File: config.mk
export PLATFORM = sky130hd
export DESIGN_NAME = scope_top
export DESIGN_NICKNAME = d
export VERILOG_FILES = /design/src/scope_stream_pkg.sv /design/src/scope_cfg_pkg.sv /design/src/scope_dec_avg.sv /design/src/scope_edge.sv /design/src/scope_acq.sv /design/src/scope_top.sv
export VERILOG_INCLUDE_DIRS = /design/src /design/src/src
export SDC_FILE = /design/constraint.sdc
export NUM_CORES = 1
export LEC_CHECK = 0
export BUFFER_PORTS_ARGS = -buffer_cell sky130_fd_sc_hd__buf_2
export CORE_AREA = 5 5 164 166
export DETAILED_ROUTE_END_ITERATION = 16
export DIE_AREA = 0 0 169 171
export PLACE_DENSITY = 0.61
export SETUP_SLACK_MARGIN = 0.5
export SYNTH_ARGS = -nofsm -noshare
export SYNTH_HDL_FRONTEND = slang
export SYNTH_SLANG_ARGS = --single-unit
export TNS_END_PERCENT = 30
File: constraint.sdc
create_clock -name clk -period 7.15 [get_ports clk]
set_input_delay 0.715 -clock clk [delete_from_list [all_inputs] [get_ports clk]]
set_output_delay 0.715 -clock clk [all_outputs]
set_load 0.01 [all_outputs]
File: src/scope_consts.svh
// scope channel constants
// widths shared by the stream, config and datapath code

`ifndef SCOPE_CONSTS_SVH
`define SCOPE_CONSTS_SVH

// stream data
`define SCOPE_DWI 14  // adc sample width
`define SCOPE_DWO 14  // decimated sample width

// decimation
`define SCOPE_DWC 17  // group counter width
`define SCOPE_DWS 4   // right shift amount width

// acquisition
`define SCOPE_DWA 16  // pre/post counter width

`endif

File: src/scope_stream_pkg.sv
// scope stream beat types
// payloads carried on the valid/ready links between channel blocks

`include "scope_consts.svh"
`default_nettype none

package scope_stream_pkg;

  ////////////////////////////////////////
  // internal sample beat
  ////////////////////////////////////////

  // decimator -> edge detector -> acquisition
  typedef struct packed {
    logic signed [`SCOPE_DWO-1:0] dat;  // sample value
    logic                         trg;  // crossing completed on this sample
  } smp_beat_t;

  ////////////////////////////////////////
  // channel output beat
  ////////////////////////////////////////

  typedef struct packed {
    logic signed [`SCOPE_DWO-1:0] dat;  // sample value
    logic                         trg;  // accepted trigger sample
    logic                         lst;  // last sample of the window
  } acq_beat_t;

endpackage : scope_stream_pkg

`default_nettype wire

File: src/scope_cfg_pkg.sv
// scope channel configuration types
// static settings for decimation, trigger and acquisition window

`include "scope_consts.svh"
`default_nettype none

package scope_cfg_pkg;

  ////////////////////////////////////////
  // decimator / averager
  ////////////////////////////////////////

  typedef struct packed {
    logic                  avg;  // averaging enable
    logic [`SCOPE_DWC-1:0] dec;  // decimation factor, 0 acts as 1
    logic [`SCOPE_DWS-1:0] shf;  // arithmetic right shift of the sum
  } dec_cfg_t;

  ////////////////////////////////////////
  // trigger
  ////////////////////////////////////////

  typedef struct packed {
    logic signed [`SCOPE_DWO-1:0] lvl;  // level, signed
    logic        [`SCOPE_DWO-1:0] hys;  // hysteresis, unsigned
    logic                         neg;  // 1 = falling edge
    logic                         src;  // 0 = edge detector, 1 = trg_ext
  } trg_cfg_t;

  ////////////////////////////////////////
  // acquisition window
  ////////////////////////////////////////

  typedef struct packed {
    logic [`SCOPE_DWA-1:0] pre;  // beats forwarded before trigger can hit
    logic [`SCOPE_DWA-1:0] pst;  // beats forwarded after the trigger beat
  } acq_cfg_t;

endpackage : scope_cfg_pkg

`default_nettype wire

File: src/scope_dec_avg.sv
// decimator / averager
// sums groups of D accepted samples and emits one beat per group,
// either the arithmetically shifted sum or the group's last sample

`timescale 1ns/1ps
`include "scope_consts.svh"
`default_nettype none

module scope_dec_avg
  import scope_stream_pkg::*, scope_cfg_pkg::*;
(
  // system
  input  logic                         clk,
  input  logic                         rstn,     // sync, active low
  // control
  input  logic                         ctl_clr,  // sync clear strobe
  // configuration
  input  dec_cfg_t                     cfg,
  // stream in
  input  logic signed [`SCOPE_DWI-1:0] sti_dat,
  input  logic                         sti_vld,
  output logic                         sti_rdy,
  // stream out
  output smp_beat_t                    sto_beat,
  output logic                         sto_vld,
  input  logic                         sto_rdy
);

  localparam int DWM = `SCOPE_DWC + `SCOPE_DWI;  // accumulator width

  logic signed [DWM-1:0]        sum;      // running sum of the open group
  logic signed [DWM-1:0]        sum_nxt;  // sum with the incoming sample
  logic signed [DWM-1:0]        sum_shf;  // scaled group sum
  logic        [`SCOPE_DWC-1:0] cnt;      // samples taken in this group
  logic        [`SCOPE_DWC-1:0] cnt_nxt;
  logic                         sti_trn;  // input transfer
  logic                         grp_end;  // incoming sample closes the group

  ////////////////////////////////////////
  // handshake
  ////////////////////////////////////////

  // ready when the output slot is free or being drained
  assign sti_rdy = sto_rdy | ~sto_vld;
  assign sti_trn = sti_vld & sti_rdy;

  ////////////////////////////////////////
  // group accounting
  ////////////////////////////////////////

  assign cnt_nxt = cnt + 1'b1;
  // compare against count+1, so dec of 0 closes every group like dec of 1
  assign grp_end = (cnt_nxt >= cfg.dec);

  assign sum_nxt = sum + sti_dat;       // sign extended add
  assign sum_shf = sum_nxt >>> cfg.shf; // arithmetic, keeps sign

  always_ff @(posedge clk) begin
    if (~rstn) begin
      sum     <= '0;
      cnt     <= '0;
      sto_vld <= 1'b0;
    end else if (ctl_clr) begin
      sum     <= '0;
      cnt     <= '0;
      sto_vld <= 1'b0;
    end else begin
      if (sti_trn) begin
        if (grp_end) begin
          sum <= '0;  // next accepted sample starts a fresh group
          cnt <= '0;
        end else begin
          sum <= sum_nxt;
          cnt <= cnt_nxt;
        end
      end
      // load on group end, hold while stalled
      sto_vld <= (sti_trn & grp_end) | (sto_vld & ~sto_rdy);
    end
  end

  ////////////////////////////////////////
  // output register
  ////////////////////////////////////////

  always_ff @(posedge clk) begin
    if (sti_trn & grp_end) begin
      if (cfg.avg) begin
        sto_beat.dat <= sum_shf[`SCOPE_DWO-1:0];  // low bits only
      end else begin
        sto_beat.dat <= sti_dat;  // plain decimation, D-th sample
      end
      sto_beat.trg <= 1'b0;  // no trigger info at this stage
    end
  end

endmodule : scope_dec_avg

`default_nettype wire

File: src/scope_edge.sv
// edge detector
// one-register stream stage, flags the sample completing a level
// crossing in the selected direction, with hysteresis for re-arming

`timescale 1ns/1ps
`include "scope_consts.svh"
`default_nettype none

module scope_edge
  import scope_stream_pkg::*, scope_cfg_pkg::*;
(
  // system
  input  logic      clk,
  input  logic      rstn,     // sync, active low
  // control
  input  logic      ctl_clr,  // sync clear strobe
  // configuration
  input  trg_cfg_t  cfg,
  // stream in
  input  smp_beat_t sti_beat,
  input  logic      sti_vld,
  output logic      sti_rdy,
  // stream out
  output smp_beat_t sto_beat,
  output logic      sto_vld,
  input  logic      sto_rdy
);

  logic signed [`SCOPE_DWO:0] dif;    // sample minus level, one bit wider
  logic signed [`SCOPE_DWO:0] hys_p;  // +hys
  logic signed [`SCOPE_DWO:0] hys_n;  // -hys
  logic                       arm;    // crossing armed
  logic                       sti_trn;
  logic                       arm_hit; // sample lies beyond the band
  logic                       fire;    // armed and sample reached the level

  assign sti_rdy = sto_rdy | ~sto_vld;
  assign sti_trn = sti_vld & sti_rdy;

  ////////////////////////////////////////
  // compare
  ////////////////////////////////////////

  assign dif   = sti_beat.dat - cfg.lvl;
  assign hys_p = $signed({1'b0, cfg.hys});
  assign hys_n = -hys_p;

  // rising: arm below lvl-hys, fire at or above lvl
  // falling: arm above lvl+hys, fire at or below lvl
  assign arm_hit = cfg.neg ? (dif > hys_p) : (dif < hys_n);
  assign fire    = arm & (cfg.neg ? (dif <= 0) : (dif >= 0));

  ////////////////////////////////////////
  // control state
  ////////////////////////////////////////

  always_ff @(posedge clk) begin
    if (~rstn) begin
      arm     <= 1'b0;
      sto_vld <= 1'b0;
    end else if (ctl_clr) begin
      arm     <= 1'b0;
      sto_vld <= 1'b0;
    end else begin
      if (sti_trn) begin
        if (fire) begin
          arm <= 1'b0;  // one trigger per arming
        end else if (arm_hit) begin
          arm <= 1'b1;
        end
      end
      sto_vld <= sti_trn | (sto_vld & ~sto_rdy);
    end
  end

  // payload, one cycle latency
  always_ff @(posedge clk) begin
    if (sti_trn) begin
      sto_beat.dat <= sti_beat.dat;
      sto_beat.trg <= fire;
    end
  end

endmodule : scope_edge

`default_nettype wire

File: src/scope_acq.sv
// acquisition controller
// gates the sample stream into a window of pre-trigger and post-trigger
// beats, picks edge or external trigger, marks trg and lst on output

`timescale 1ns/1ps
`include "scope_consts.svh"
`default_nettype none

module scope_acq
  import scope_stream_pkg::*, scope_cfg_pkg::*;
(
  // system
  input  logic      clk,
  input  logic      rstn,       // sync, active low
  // control
  input  logic      ctl_clr,    // sync clear strobe
  input  logic      ctl_start,  // start strobe
  // configuration
  input  acq_cfg_t  cfg,
  input  logic      src,        // 0 = edge trg flag, 1 = trg_ext
  // external trigger level
  input  logic      trg_ext,
  // stream in
  input  smp_beat_t sti_beat,
  input  logic      sti_vld,
  output logic      sti_rdy,
  // stream out
  output acq_beat_t sto_beat,
  output logic      sto_vld,
  input  logic      sto_rdy,
  // status
  output logic      sts_run,
  output logic      sts_trg
);

  localparam logic [1:0] ST_IDLE = 2'd0;  // dropping beats
  localparam logic [1:0] ST_PRE  = 2'd1;  // forwarding, waiting for trigger
  localparam logic [1:0] ST_PST  = 2'd2;  // forwarding after trigger

  logic [1:0]            state;
  logic [`SCOPE_DWA-1:0] cnt;       // forwarded beats in pre, saturates
  logic [`SCOPE_DWA-1:0] cnt_nxt;
  logic [`SCOPE_DWA-1:0] pcnt;      // forwarded beats after trigger
  logic [`SCOPE_DWA-1:0] pcnt_nxt;
  logic                  ext_q;     // trg_ext delayed
  logic                  ext_pnd;   // external edge seen, waiting for a beat
  logic                  ext_rise;
  logic                  armed;     // pre count reached
  logic                  start;
  logic                  fwd;       // beat forwarded this cycle
  logic                  trg_hit;   // forwarded beat is the trigger
  logic                  lst_hit;   // forwarded beat closes the window
  logic                  sto_trn;
  logic                  lst_trn;   // last beat leaves the block

  ////////////////////////////////////////
  // handshake and decode
  ////////////////////////////////////////

  // idle swallows everything, otherwise a normal register stage
  assign sti_rdy = (state == ST_IDLE) | sto_rdy | ~sto_vld;
  assign fwd     = sti_vld & sti_rdy & (state != ST_IDLE);
  assign sto_trn = sto_vld & sto_rdy;
  assign lst_trn = sto_trn & sto_beat.lst;

  // sts_run also covers the drain of the lst beat
  assign start = ctl_start & ~sts_run;

  assign cnt_nxt  = cnt + 1'b1;
  assign pcnt_nxt = pcnt + 1'b1;
  assign armed    = (state == ST_PRE) & (cnt >= cfg.pre);
  assign ext_rise = trg_ext & ~ext_q;

  assign trg_hit = fwd & armed & (src ? ext_pnd : sti_beat.trg);
  assign lst_hit = (trg_hit & (cfg.pst == '0))
                 | (fwd & (state == ST_PST) & (pcnt_nxt == cfg.pst));

  ////////////////////////////////////////
  // FSM
  ////////////////////////////////////////

  always_ff @(posedge clk) begin
    if (~rstn) begin
      state   <= ST_IDLE;
      cnt     <= '0;
      pcnt    <= '0;
      ext_q   <= 1'b0;
      ext_pnd <= 1'b0;
      sto_vld <= 1'b0;
      sts_run <= 1'b0;
      sts_trg <= 1'b0;
    end else begin
      ext_q <= trg_ext;  // edge register runs regardless of state
      if (ctl_clr) begin
        state   <= ST_IDLE;
        cnt     <= '0;
        pcnt    <= '0;
        ext_pnd <= 1'b0;
        sto_vld <= 1'b0;
        sts_run <= 1'b0;
        sts_trg <= 1'b0;
      end else begin
        case (state)
          ST_IDLE: begin
            if (start) begin
              state   <= ST_PRE;
              cnt     <= '0;
              ext_pnd <= 1'b0;
            end
          end
          ST_PRE: begin
            if (fwd & ~armed) cnt <= cnt_nxt;  // stop once armed
            if (ext_rise & armed) ext_pnd <= 1'b1;
            if (trg_hit) begin
              ext_pnd <= 1'b0;
              pcnt    <= '0;
              state   <= lst_hit ? ST_IDLE : ST_PST;  // pst of 0 ends here
            end
          end
          ST_PST: begin
            if (fwd) begin
              pcnt <= pcnt_nxt;
              if (lst_hit) state <= ST_IDLE;
            end
          end
          default: state <= ST_IDLE;
        endcase

        sto_vld <= fwd | (sto_vld & ~sto_rdy);

        // status levels, both fall with the lst transfer
        if (start) begin
          sts_run <= 1'b1;
        end else if (lst_trn) begin
          sts_run <= 1'b0;
        end
        if (trg_hit) begin
          sts_trg <= 1'b1;
        end else if (lst_trn) begin
          sts_trg <= 1'b0;
        end
      end
    end
  end

  ////////////////////////////////////////
  // output register
  ////////////////////////////////////////

  always_ff @(posedge clk) begin
    if (fwd) begin
      sto_beat.dat <= sti_beat.dat;
      sto_beat.trg <= trg_hit;  // only the accepted trigger
      sto_beat.lst <= lst_hit;
    end
  end

endmodule : scope_acq

`default_nettype wire

File: src/scope_top.sv
// scope acquisition channel
// decimator -> edge detector -> acquisition controller, all on
// valid/ready links with one register per stage

`timescale 1ns/1ps
`include "scope_consts.svh"
`default_nettype none

module scope_top
  import scope_stream_pkg::*, scope_cfg_pkg::*;
(
  // system
  input  logic                         clk,
  input  logic                         rstn,       // sync, active low
  // control
  input  logic                         ctl_clr,    // clear all stages
  input  logic                         ctl_start,  // start acquisition
  // configuration
  input  dec_cfg_t                     dec_cfg,
  input  trg_cfg_t                     trg_cfg,
  input  acq_cfg_t                     acq_cfg,
  // adc stream
  input  logic signed [`SCOPE_DWI-1:0] sti_dat,
  input  logic                         sti_vld,
  output logic                         sti_rdy,
  // external trigger
  input  logic                         trg_ext,
  // acquired stream
  output acq_beat_t                    acq_beat,
  output logic                         acq_vld,
  input  logic                         acq_rdy,
  // status
  output logic                         sts_run,
  output logic                         sts_trg
);

  smp_beat_t dec_beat;  // decimated samples
  logic      dec_vld;
  logic      dec_rdy;
  smp_beat_t edg_beat;  // samples with edge flag
  logic      edg_vld;
  logic      edg_rdy;

  ////////////////////////////////////////
  // stages
  ////////////////////////////////////////

  scope_dec_avg u_dec (
    .clk      (clk),
    .rstn     (rstn),
    .ctl_clr  (ctl_clr),
    .cfg      (dec_cfg),
    .sti_dat  (sti_dat),
    .sti_vld  (sti_vld),
    .sti_rdy  (sti_rdy),
    .sto_beat (dec_beat),
    .sto_vld  (dec_vld),
    .sto_rdy  (dec_rdy)
  );

  scope_edge u_edg (
    .clk      (clk),
    .rstn     (rstn),
    .ctl_clr  (ctl_clr),
    .cfg      (trg_cfg),
    .sti_beat (dec_beat),
    .sti_vld  (dec_vld),
    .sti_rdy  (dec_rdy),
    .sto_beat (edg_beat),
    .sto_vld  (edg_vld),
    .sto_rdy  (edg_rdy)
  );

  scope_acq u_acq (
    .clk       (clk),
    .rstn      (rstn),
    .ctl_clr   (ctl_clr),
    .ctl_start (ctl_start),
    .cfg       (acq_cfg),
    .src       (trg_cfg.src),  // trigger source lives in trigger config
    .trg_ext   (trg_ext),
    .sti_beat  (edg_beat),
    .sti_vld   (edg_vld),
    .sti_rdy   (edg_rdy),
    .sto_beat  (acq_beat),
    .sto_vld   (acq_vld),
    .sto_rdy   (acq_rdy),
    .sts_run   (sts_run),
    .sts_trg   (sts_trg)
  );

endmodule : scope_top

`default_nettype wire

### After elaboration in Yosys (flattened, before gate mapping)

Cells that the tools add are included.

* reduce and logical (&&, ||, !) cells: 14
* shifts and indexed selects: 1
* add/sub/neg operators: 6
* order comparisons: 6
* bitwise operators: 39
* equality and inequality tests: 9
* multiplexer cells: 27

Operators with widths (count)
* 16-bit 2-to-1 mux: 4
* 16-bit one-hot mux with 2 select lines: 2
* 16-bit by 1-bit adder with 16-bit output, second input constant: 2
* 31-bit by 14-bit adder with 31-bit output: 1
* 31-bit 2-to-1 mux: 1
* 31-bit by 4-bit >>> shifter with 14-bit output: 1
* 1-bit bitwise AND: 21
* 17-bit by 1-bit adder with 17-bit output, second input constant: 1
* 17-bit greater-or-equal comparator: 1
* 17-bit 2-to-1 mux: 1
* 16-bit equality test: 1
* 16-bit greater-or-equal comparator: 1
* 16-bit zero test: 1
* 15-bit by 1-bit greater-or-equal comparator with 1-bit output, second input constant: 1
* 15-bit > comparator: 1
* 15-bit by 1-bit less-or-equal comparator with 1-bit output, second input constant: 1
* 15-bit less-than comparator: 1
* 14-bit negation with 15-bit output: 1
* 14-bit by 14-bit subtractor with 15-bit output: 1
* 14-bit 2-to-1 mux: 1
* 2-bit nonzero test: 6
* 1-bit 2-to-1 mux: 11
* 2-bit 2-to-1 mux: 5
* 1-bit NOT: 10
* 13 further kinds: 25

* input port bits: 105
* logic and storage cells: 121
* register bits after elaboration: 135
* output and inout port bits: 20

### Depth between registers and ports, before layout

* word-level depth: 12
* depth in mapped cells: 18
* mapped depth without buffers: 18

### Cells and area by module

Synthesis repeated with hierarchy kept, for this count alone.

* cell total of the unflattened synthesis: 1524
* area total of the unflattened synthesis: 12261.8 um^2

Modules (own cells, without submodules)
* scope_dec_avg: times used 1, area an instance 6408.6 um^2, seq. area each 1361.3 um^2, cells an instance 838
* scope_acq: times used 1, area an instance 3489.6 um^2, seq. area each 1261.2 um^2, cells an instance 404
* scope_edge: times used 1, area an instance 2363.5 um^2, seq. area each 490.5 um^2, cells an instance 282

### Worst setup path after synthesis

No wires, ideal clock.

* kind: input to register
* from: input trg_cfg[20] in the netlist's numbering
* to: register u_edg.arm
* stages on the path: 17
* buffers on the path: 0
* arrival time: 4.111 ns
* slack: 2.922 ns
* setup time: 0.118 ns
* data required time: 7.032 ns
* cell sequence: inv_1 -> ha_1 -> a21o_1 -> a31o_2 -> o21a_1 -> o21a_1 -> nor2_1 -> xnor2_1 -> ha_1 -> a2111oi_0 -> a21o_1 -> maj3_1 -> maj3_1 -> a2111o_1 -> a311oi_1 -> o31ai_1 -> o2111a_1

* longest elaborated chain between the ends: 6
* elaborated cells between the ends (all ways): 11
* those cells by class: add/sub: 1; order compare: 4; mux: 3; bitwise: 1; reduce/logical: 2

RTL lines
* from (decl): RTL line scope_top.sv:20 `input trg_cfg_t trg_cfg,`
* 14-bit by 14-bit subtractor with 15-bit output (*): RTL line scope_edge.sv:44 `assign dif = sti_beat.dat - cfg.lvl;`
* 15-bit by 1-bit greater-or-equal comparator with 1-bit output / 15-bit by 1-bit less-or-equal comparator with 1-bit output (equally long branches): RTL line scope_edge.sv:51 `assign fire = arm & (cfg.neg ? (dif <= 0) : (dif >= 0));`
* 1-bit 2-to-1 mux: RTL line scope_edge.sv:51
* 1-bit bitwise AND: RTL line scope_edge.sv:51
* 2-bit nonzero test (no line)
* 2-bit AND reduction (no line)
* to (signal assigned): RTL line scope_edge.sv:59 `arm <= 1'b0;`
* to (signal assigned): RTL line scope_edge.sv:62 `arm <= 1'b0;`
* to (signal assigned): RTL line scope_edge.sv:67 `arm <= 1'b0;`
* to (decl): RTL line scope_edge.sv:32 `logic arm;`

Every way passes the cells marked *; elsewhere a longest branch is shown, timed or not.
A chain may end at the register's enable or synchronous reset.

### Worst setup path after layout

* from: register u_dec.cnt[0]
* to: register u_dec.cnt[10]

* longest elaborated chain between the ends: 3

RTL lines
* from (decl): RTL line scope_dec_avg.sv:34 `` logic [`SCOPE_DWC-1:0] cnt; ``
* from (signal assigned): RTL line scope_dec_avg.sv:74 `cnt <= cnt_nxt;`
* 17-bit by 1-bit adder with 17-bit output (*): RTL line scope_dec_avg.sv:51 `assign cnt_nxt = cnt + 1'b1;`
* 17-bit greater-or-equal comparator: RTL line scope_dec_avg.sv:53 `assign grp_end = (cnt_nxt >= cfg.dec);`
* 17-bit 2-to-1 mux (*): RTL line scope_dec_avg.sv:69 `if (grp_end) begin`

Marks and branches as above.

==> flow_results.org <==
** Outcome
- Outcome :: finished, final reports clean

** STA
- Derived from the worst setup path, the maximum achievable clock frequency is between 0.2 and 0.25 GHz.
- Worst clock skew :: ~0.011 ns
- The tightest hold path in the finished design has a slack of 0.4199 ns.
- The number of hold violations in the final report was 0.
- Dividing the final minimum period by the clock period gives 0.6627.
- RSZ-0062 raised after global routing :: no
- Post-layout minimum cycle time :: about 4.7 ns
- Rel. slew slack :: 0.2861
- Setup total negative slack on the finished layout was measured at 0 ns.
- Setup violations remaining at the end of the flow were counted as 0.
- At the pin with the least slew margin, the transition time is between 1 and 1.5 ns.
- Final count of pins violating max slew :: 0
- Post-layout worst setup margin :: 2.411 ns

** Yosys
- By instance count, the leading cell after synthesis is sky130_fd_sc_hd__a21oi_1.
- Of the post-synthesis cell area, the dominant cell type holds 0.1583.
- Seq/Total Area, Yosys :: 0.2798
- After synthesis the netlist holds a flip-flop and latch count of 133.
- Mean Syn Cell Area :: 8.254 um^2
- Leading cell types by count after synthesis :: sky130_fd_sc_hd__a21oi_1, sky130_fd_sc_hd__nand2_1, sky130_fd_sc_hd__ha_1
- Yosys printed 0 warnings.
- Of the total synthesized cell area, the portion taken by AND, OR, NAND and NOR gates is 0.2087.
- Adder-cell share of the synthesized area :: 0.1207
- After technology mapping, the gate count stands at 1348.
- The biggest area contributor in the post-synthesis netlist is sky130_fd_sc_hd__dfxtp_1.
- The area fraction in compound gates after synthesis is 0.2104.
- The number of nets in the synthesized netlist is about 1.6k.
- Post-Synth XOR/XNOR Area :: 0.08467
- After synthesis, the largest family of logic cells by area is compound AO/OA/AOI/OAI gates.
- Number of enable-type register cells in the synthesized netlist :: 45
- In this run the cell area of the synthesized design comes to 11130 um^2.
- Post-synth cell types :: 80
- Dominant register cell in the synthesized netlist :: sky130_fd_sc_hd__dfxtp_1
- Multiplexer fraction of the synthesized cell area :: 0.04757
- Proportion of synthesized flip-flops having asynchronous set or reset :: 0
- Ranked by total cell area, the synthesized netlist is headed by sky130_fd_sc_hd__dfxtp_1, sky130_fd_sc_hd__edfxtp_1, sky130_fd_sc_hd__ha_1.

** Power and ir drop
- Of the total power, the clock network draws 0.418.
- Leakage power summed over all cells :: 5.392 nW
- Combinational Power Share :: 0.216
- Total power after layout :: approximately 2.2 mW
- Of the total power, registers draw 0.365.
- Switch Pwr :: 672.6 uW
- IR Drop Worst-Case VDD :: between 0.1 and 0.15 mV
- Cell area power density :: 172.2 nW/um^2
- Internal Dissipation :: approximately 1.5 mW
- Switching power as a share of total power :: 0.3099

** Finish
- Layout overhead on the synthesized area :: 13.27%
- Layout filler cell count :: ~2.5k
- Utilization after layout :: 0.4949
- In the final layout, the share of cells above drive strength 1 is 0.1402.
- 0 antenna diodes ended up in the layout.
- Once layout is complete, the cells apart from fillers number approximately 1.8k.
- NumNets Final :: around 1.6k
- Once layout is done, the placed cells without fillers occupy 12600 um^2.

** Clock network
- The clock net in this run drives a total of about 130 sinks.
- Clock slew at reported path FFs :: around 0.070 ns
- CTS placed an instance of sky130_fd_sc_hd__clkbuf_16 at the clock tree root.
- In this run the deepest clock path goes through 2 buffers.
- Total of hold buffers inserted after clock tree synthesis :: 0
- Post-CTS repair changed the size of 0 cells.
- For the worst-skew pair, the clock arrives at the later sink with an insertion delay of around 0.44 ns.
- Number of levels the H-tree was split into :: 4
- Clock tree from TritonCTS :: built
- Post-CTS timing repair inserted 0 buffers for setup.
- Clock tree synthesis inserted a total of 17 buffers.

** Place
- At the end of routability-driven placement, the weighted congestion stood at 0.8617.
- Detailed placement finished with a half-perimeter wire length of about 22000 um.
- Worst slack at placement :: 2.424 ns
- Port bufs :: about 120
- Once placement finished, the instance area stood at between 10000 and 15000 um^2.
- Instance count after placement with tap cells included :: about 1.8k

** Setup path
- Critical Path Max Stage Delay :: 0.93 ns
- Most frequent CP cell :: sky130_fd_sc_hd__and3_1
- The largest individual stage delay along the critical path comes from the cell sky130_fd_sc_hd__nor2_1.
- Of all nets on the critical path, the largest fanout is 15.
- STA classifies the critical path startpoint as a register.
- At the worst endpoint, the required time is ~7.5 ns.
- Sequence of cells on the critical path :: ha_1 > and3_1 > and3_1 > and3_1 > and3_1 > nand3_1 > xnor2_1 > ha_1 > a21o_1 > a21o_1 > a221oi_1 > o21ai_1 > nor2_1 > nand3b_1 > a21oi_1
- Worst Path Arrival :: around 5.1 ns
- Type of element capturing the critical path :: register
- The worst setup path is of the register to register kind.

** Global routing
- Overflow left after global routing :: 0
- Vias in the first global route :: roughly 10k
- GRT Resource Usage Total :: 0.2006
- Entering global routing, the biggest net connects between 40 and 50 pins.
- Global-route wire length before repair :: 48140 um
- Number of antenna violations at the first check in global routing :: 0

** Floorplan
- Effective utilization at floorplan :: 0.4369
- Die area :: approximately 29000 um^2
- Number of ports placed on the die boundary :: 125
- Die X :: ~170 um
- The floorplan step defined a core boundary enclosing around 25000 um^2.
- In this run the core area contains ~60 standard-cell rows.
- Measured along the y axis, the die boundary spans around 170 um.

** Routing
- In this run, the number of DRC markers left after iteration 0 of detailed routing was around 590.
- Number of remaining DRC errors :: 0
- Dividing the detail-routed via count by the number of cells gives around 5.7.
- Routed WL :: 29280 um
- First-pass iteration count of the detailed router :: 5
- The final route contains ~10k vias.
- Dividing the detail-routed wire length by the instance count gives between 15 and 20 um.
- The detail route stage leaves a number of antenna-violating nets equal to 0.

** Run
- Max-cap violations :: 0

** Worst hold path
- The tightest min-delay check is of the register to register type.
-- layer usage --
layer  share of wire  vias to the layer above  global-route usage
met5               0                        -                   0
met4           0.016                        0             0.05285
met2            0.47                      215              0.3431
met3           0.047                       37             0.03651
li1                -                     5123                   -
met1            0.46                     4775              0.2624
-- layout by cell type (no fill, tap or decap), types with 12 or more instances in the layout --
cell type and count:
sky130_fd_sc_hd__o21a_1 12, sky130_fd_sc_hd__nor2b_1 20, sky130_fd_sc_hd__nand2_1 120, sky130_fd_sc_hd__ha_1 100, sky130_fd_sc_hd__clkbuf_16 18, sky130_fd_sc_hd__xor2_1 46, sky130_fd_sc_hd__a211oi_1 27, sky130_fd_sc_hd__and3_1 25
sky130_fd_sc_hd__nor2_1 89, sky130_fd_sc_hd__a21o_1 27, sky130_fd_sc_hd__dfxtp_1 88, sky130_fd_sc_hd__and2_1 18, sky130_fd_sc_hd__nand3_1 76, sky130_fd_sc_hd__inv_1 83, sky130_fd_sc_hd__nand4_1 15, sky130_fd_sc_hd__a211o_1 12
sky130_fd_sc_hd__buf_2 124, sky130_fd_sc_hd__xnor2_1 59, sky130_fd_sc_hd__mux2i_1 18, sky130_fd_sc_hd__o21ai_0 60, sky130_fd_sc_hd__nor3_1 24, sky130_fd_sc_hd__a21oi_1 128, sky130_fd_sc_hd__edfxtp_1 45
-- power groups by stage --
stage / combinational (mW) / sequential, mW / clock [mW]
global placement: 0.461 / 0.809 / 0
floorplan: 0.338 / 0.808 / 0
CTS: 0.468 / 0.792 / 0.929
detailed placement: 0.465 / 0.809 / 0
finish: 0.470 / 0.793 / 0.908
global route: 0.524 / 0.793 / 0.961
-- area by class of cell --
type,instances,area [um^2],area share
well taps,335,419.2,0.03326
clock inverters,14,150.1,0.01191
flip-flops and latches,133,3113,0.2470
inverters,86,322.8,0.02561
multi-input cells,1074,7482,0.5937
repair buffers,130,665.6,0.05281
clock buffers,18,450.4,0.03574
-- logic make-up (layout without fill, tap and decap cells) --
group,after synthesis,after routing
AOI/OAI and AO/OA,360,360
xor gates and xnor gates,106,106
adders and majority gates,107,107
buffers and inverters,141,248
DFF,133,133
muxes,38,38
and+or+nand+nor,463,463
-- sequential cells by signal (all words and copies together) (netlist names) --
register,flops
u_acq.cnt,16
u_acq.ext_pnd,1
u_acq.ext_q,1
u_acq.pcnt,16
u_acq.state,2
u_acq.sto_beat,16
u_acq.sto_vld,1
u_acq.sts_run,1
u_acq.sts_trg,1
u_dec.cnt,17
u_dec.sto_beat,14
u_dec.sto_vld,1
u_dec.sum,29
u_edg.arm,1
u_edg.sto_beat,15
u_edg.sto_vld,1
-- critical path, delay by kind of cell, from the launching register on --
kind	cells	cell delay (ns)
compound gates	5	1.30
xor+xnor	1	0.21
fa+ha+maj	2	0.51
flops	1	0.40
simple gates	7	2.23
-- path summary, 6_finish.rpt --
kind              slack (ns)                 end  depth (start not counted)               start
setup / recovery        2.41       u_dec.cnt[10]                         15        u_dec.cnt[0]
hold / removal          0.42  u_acq.sto_beat[15]                          0  u_edg.sto_beat[14]
setup reg to reg        2.41       u_dec.cnt[10]                         15        u_dec.cnt[0]
hold reg to reg         0.42  u_acq.sto_beat[15]                          0  u_edg.sto_beat[14]
Power figures use the tool's default switching activity.
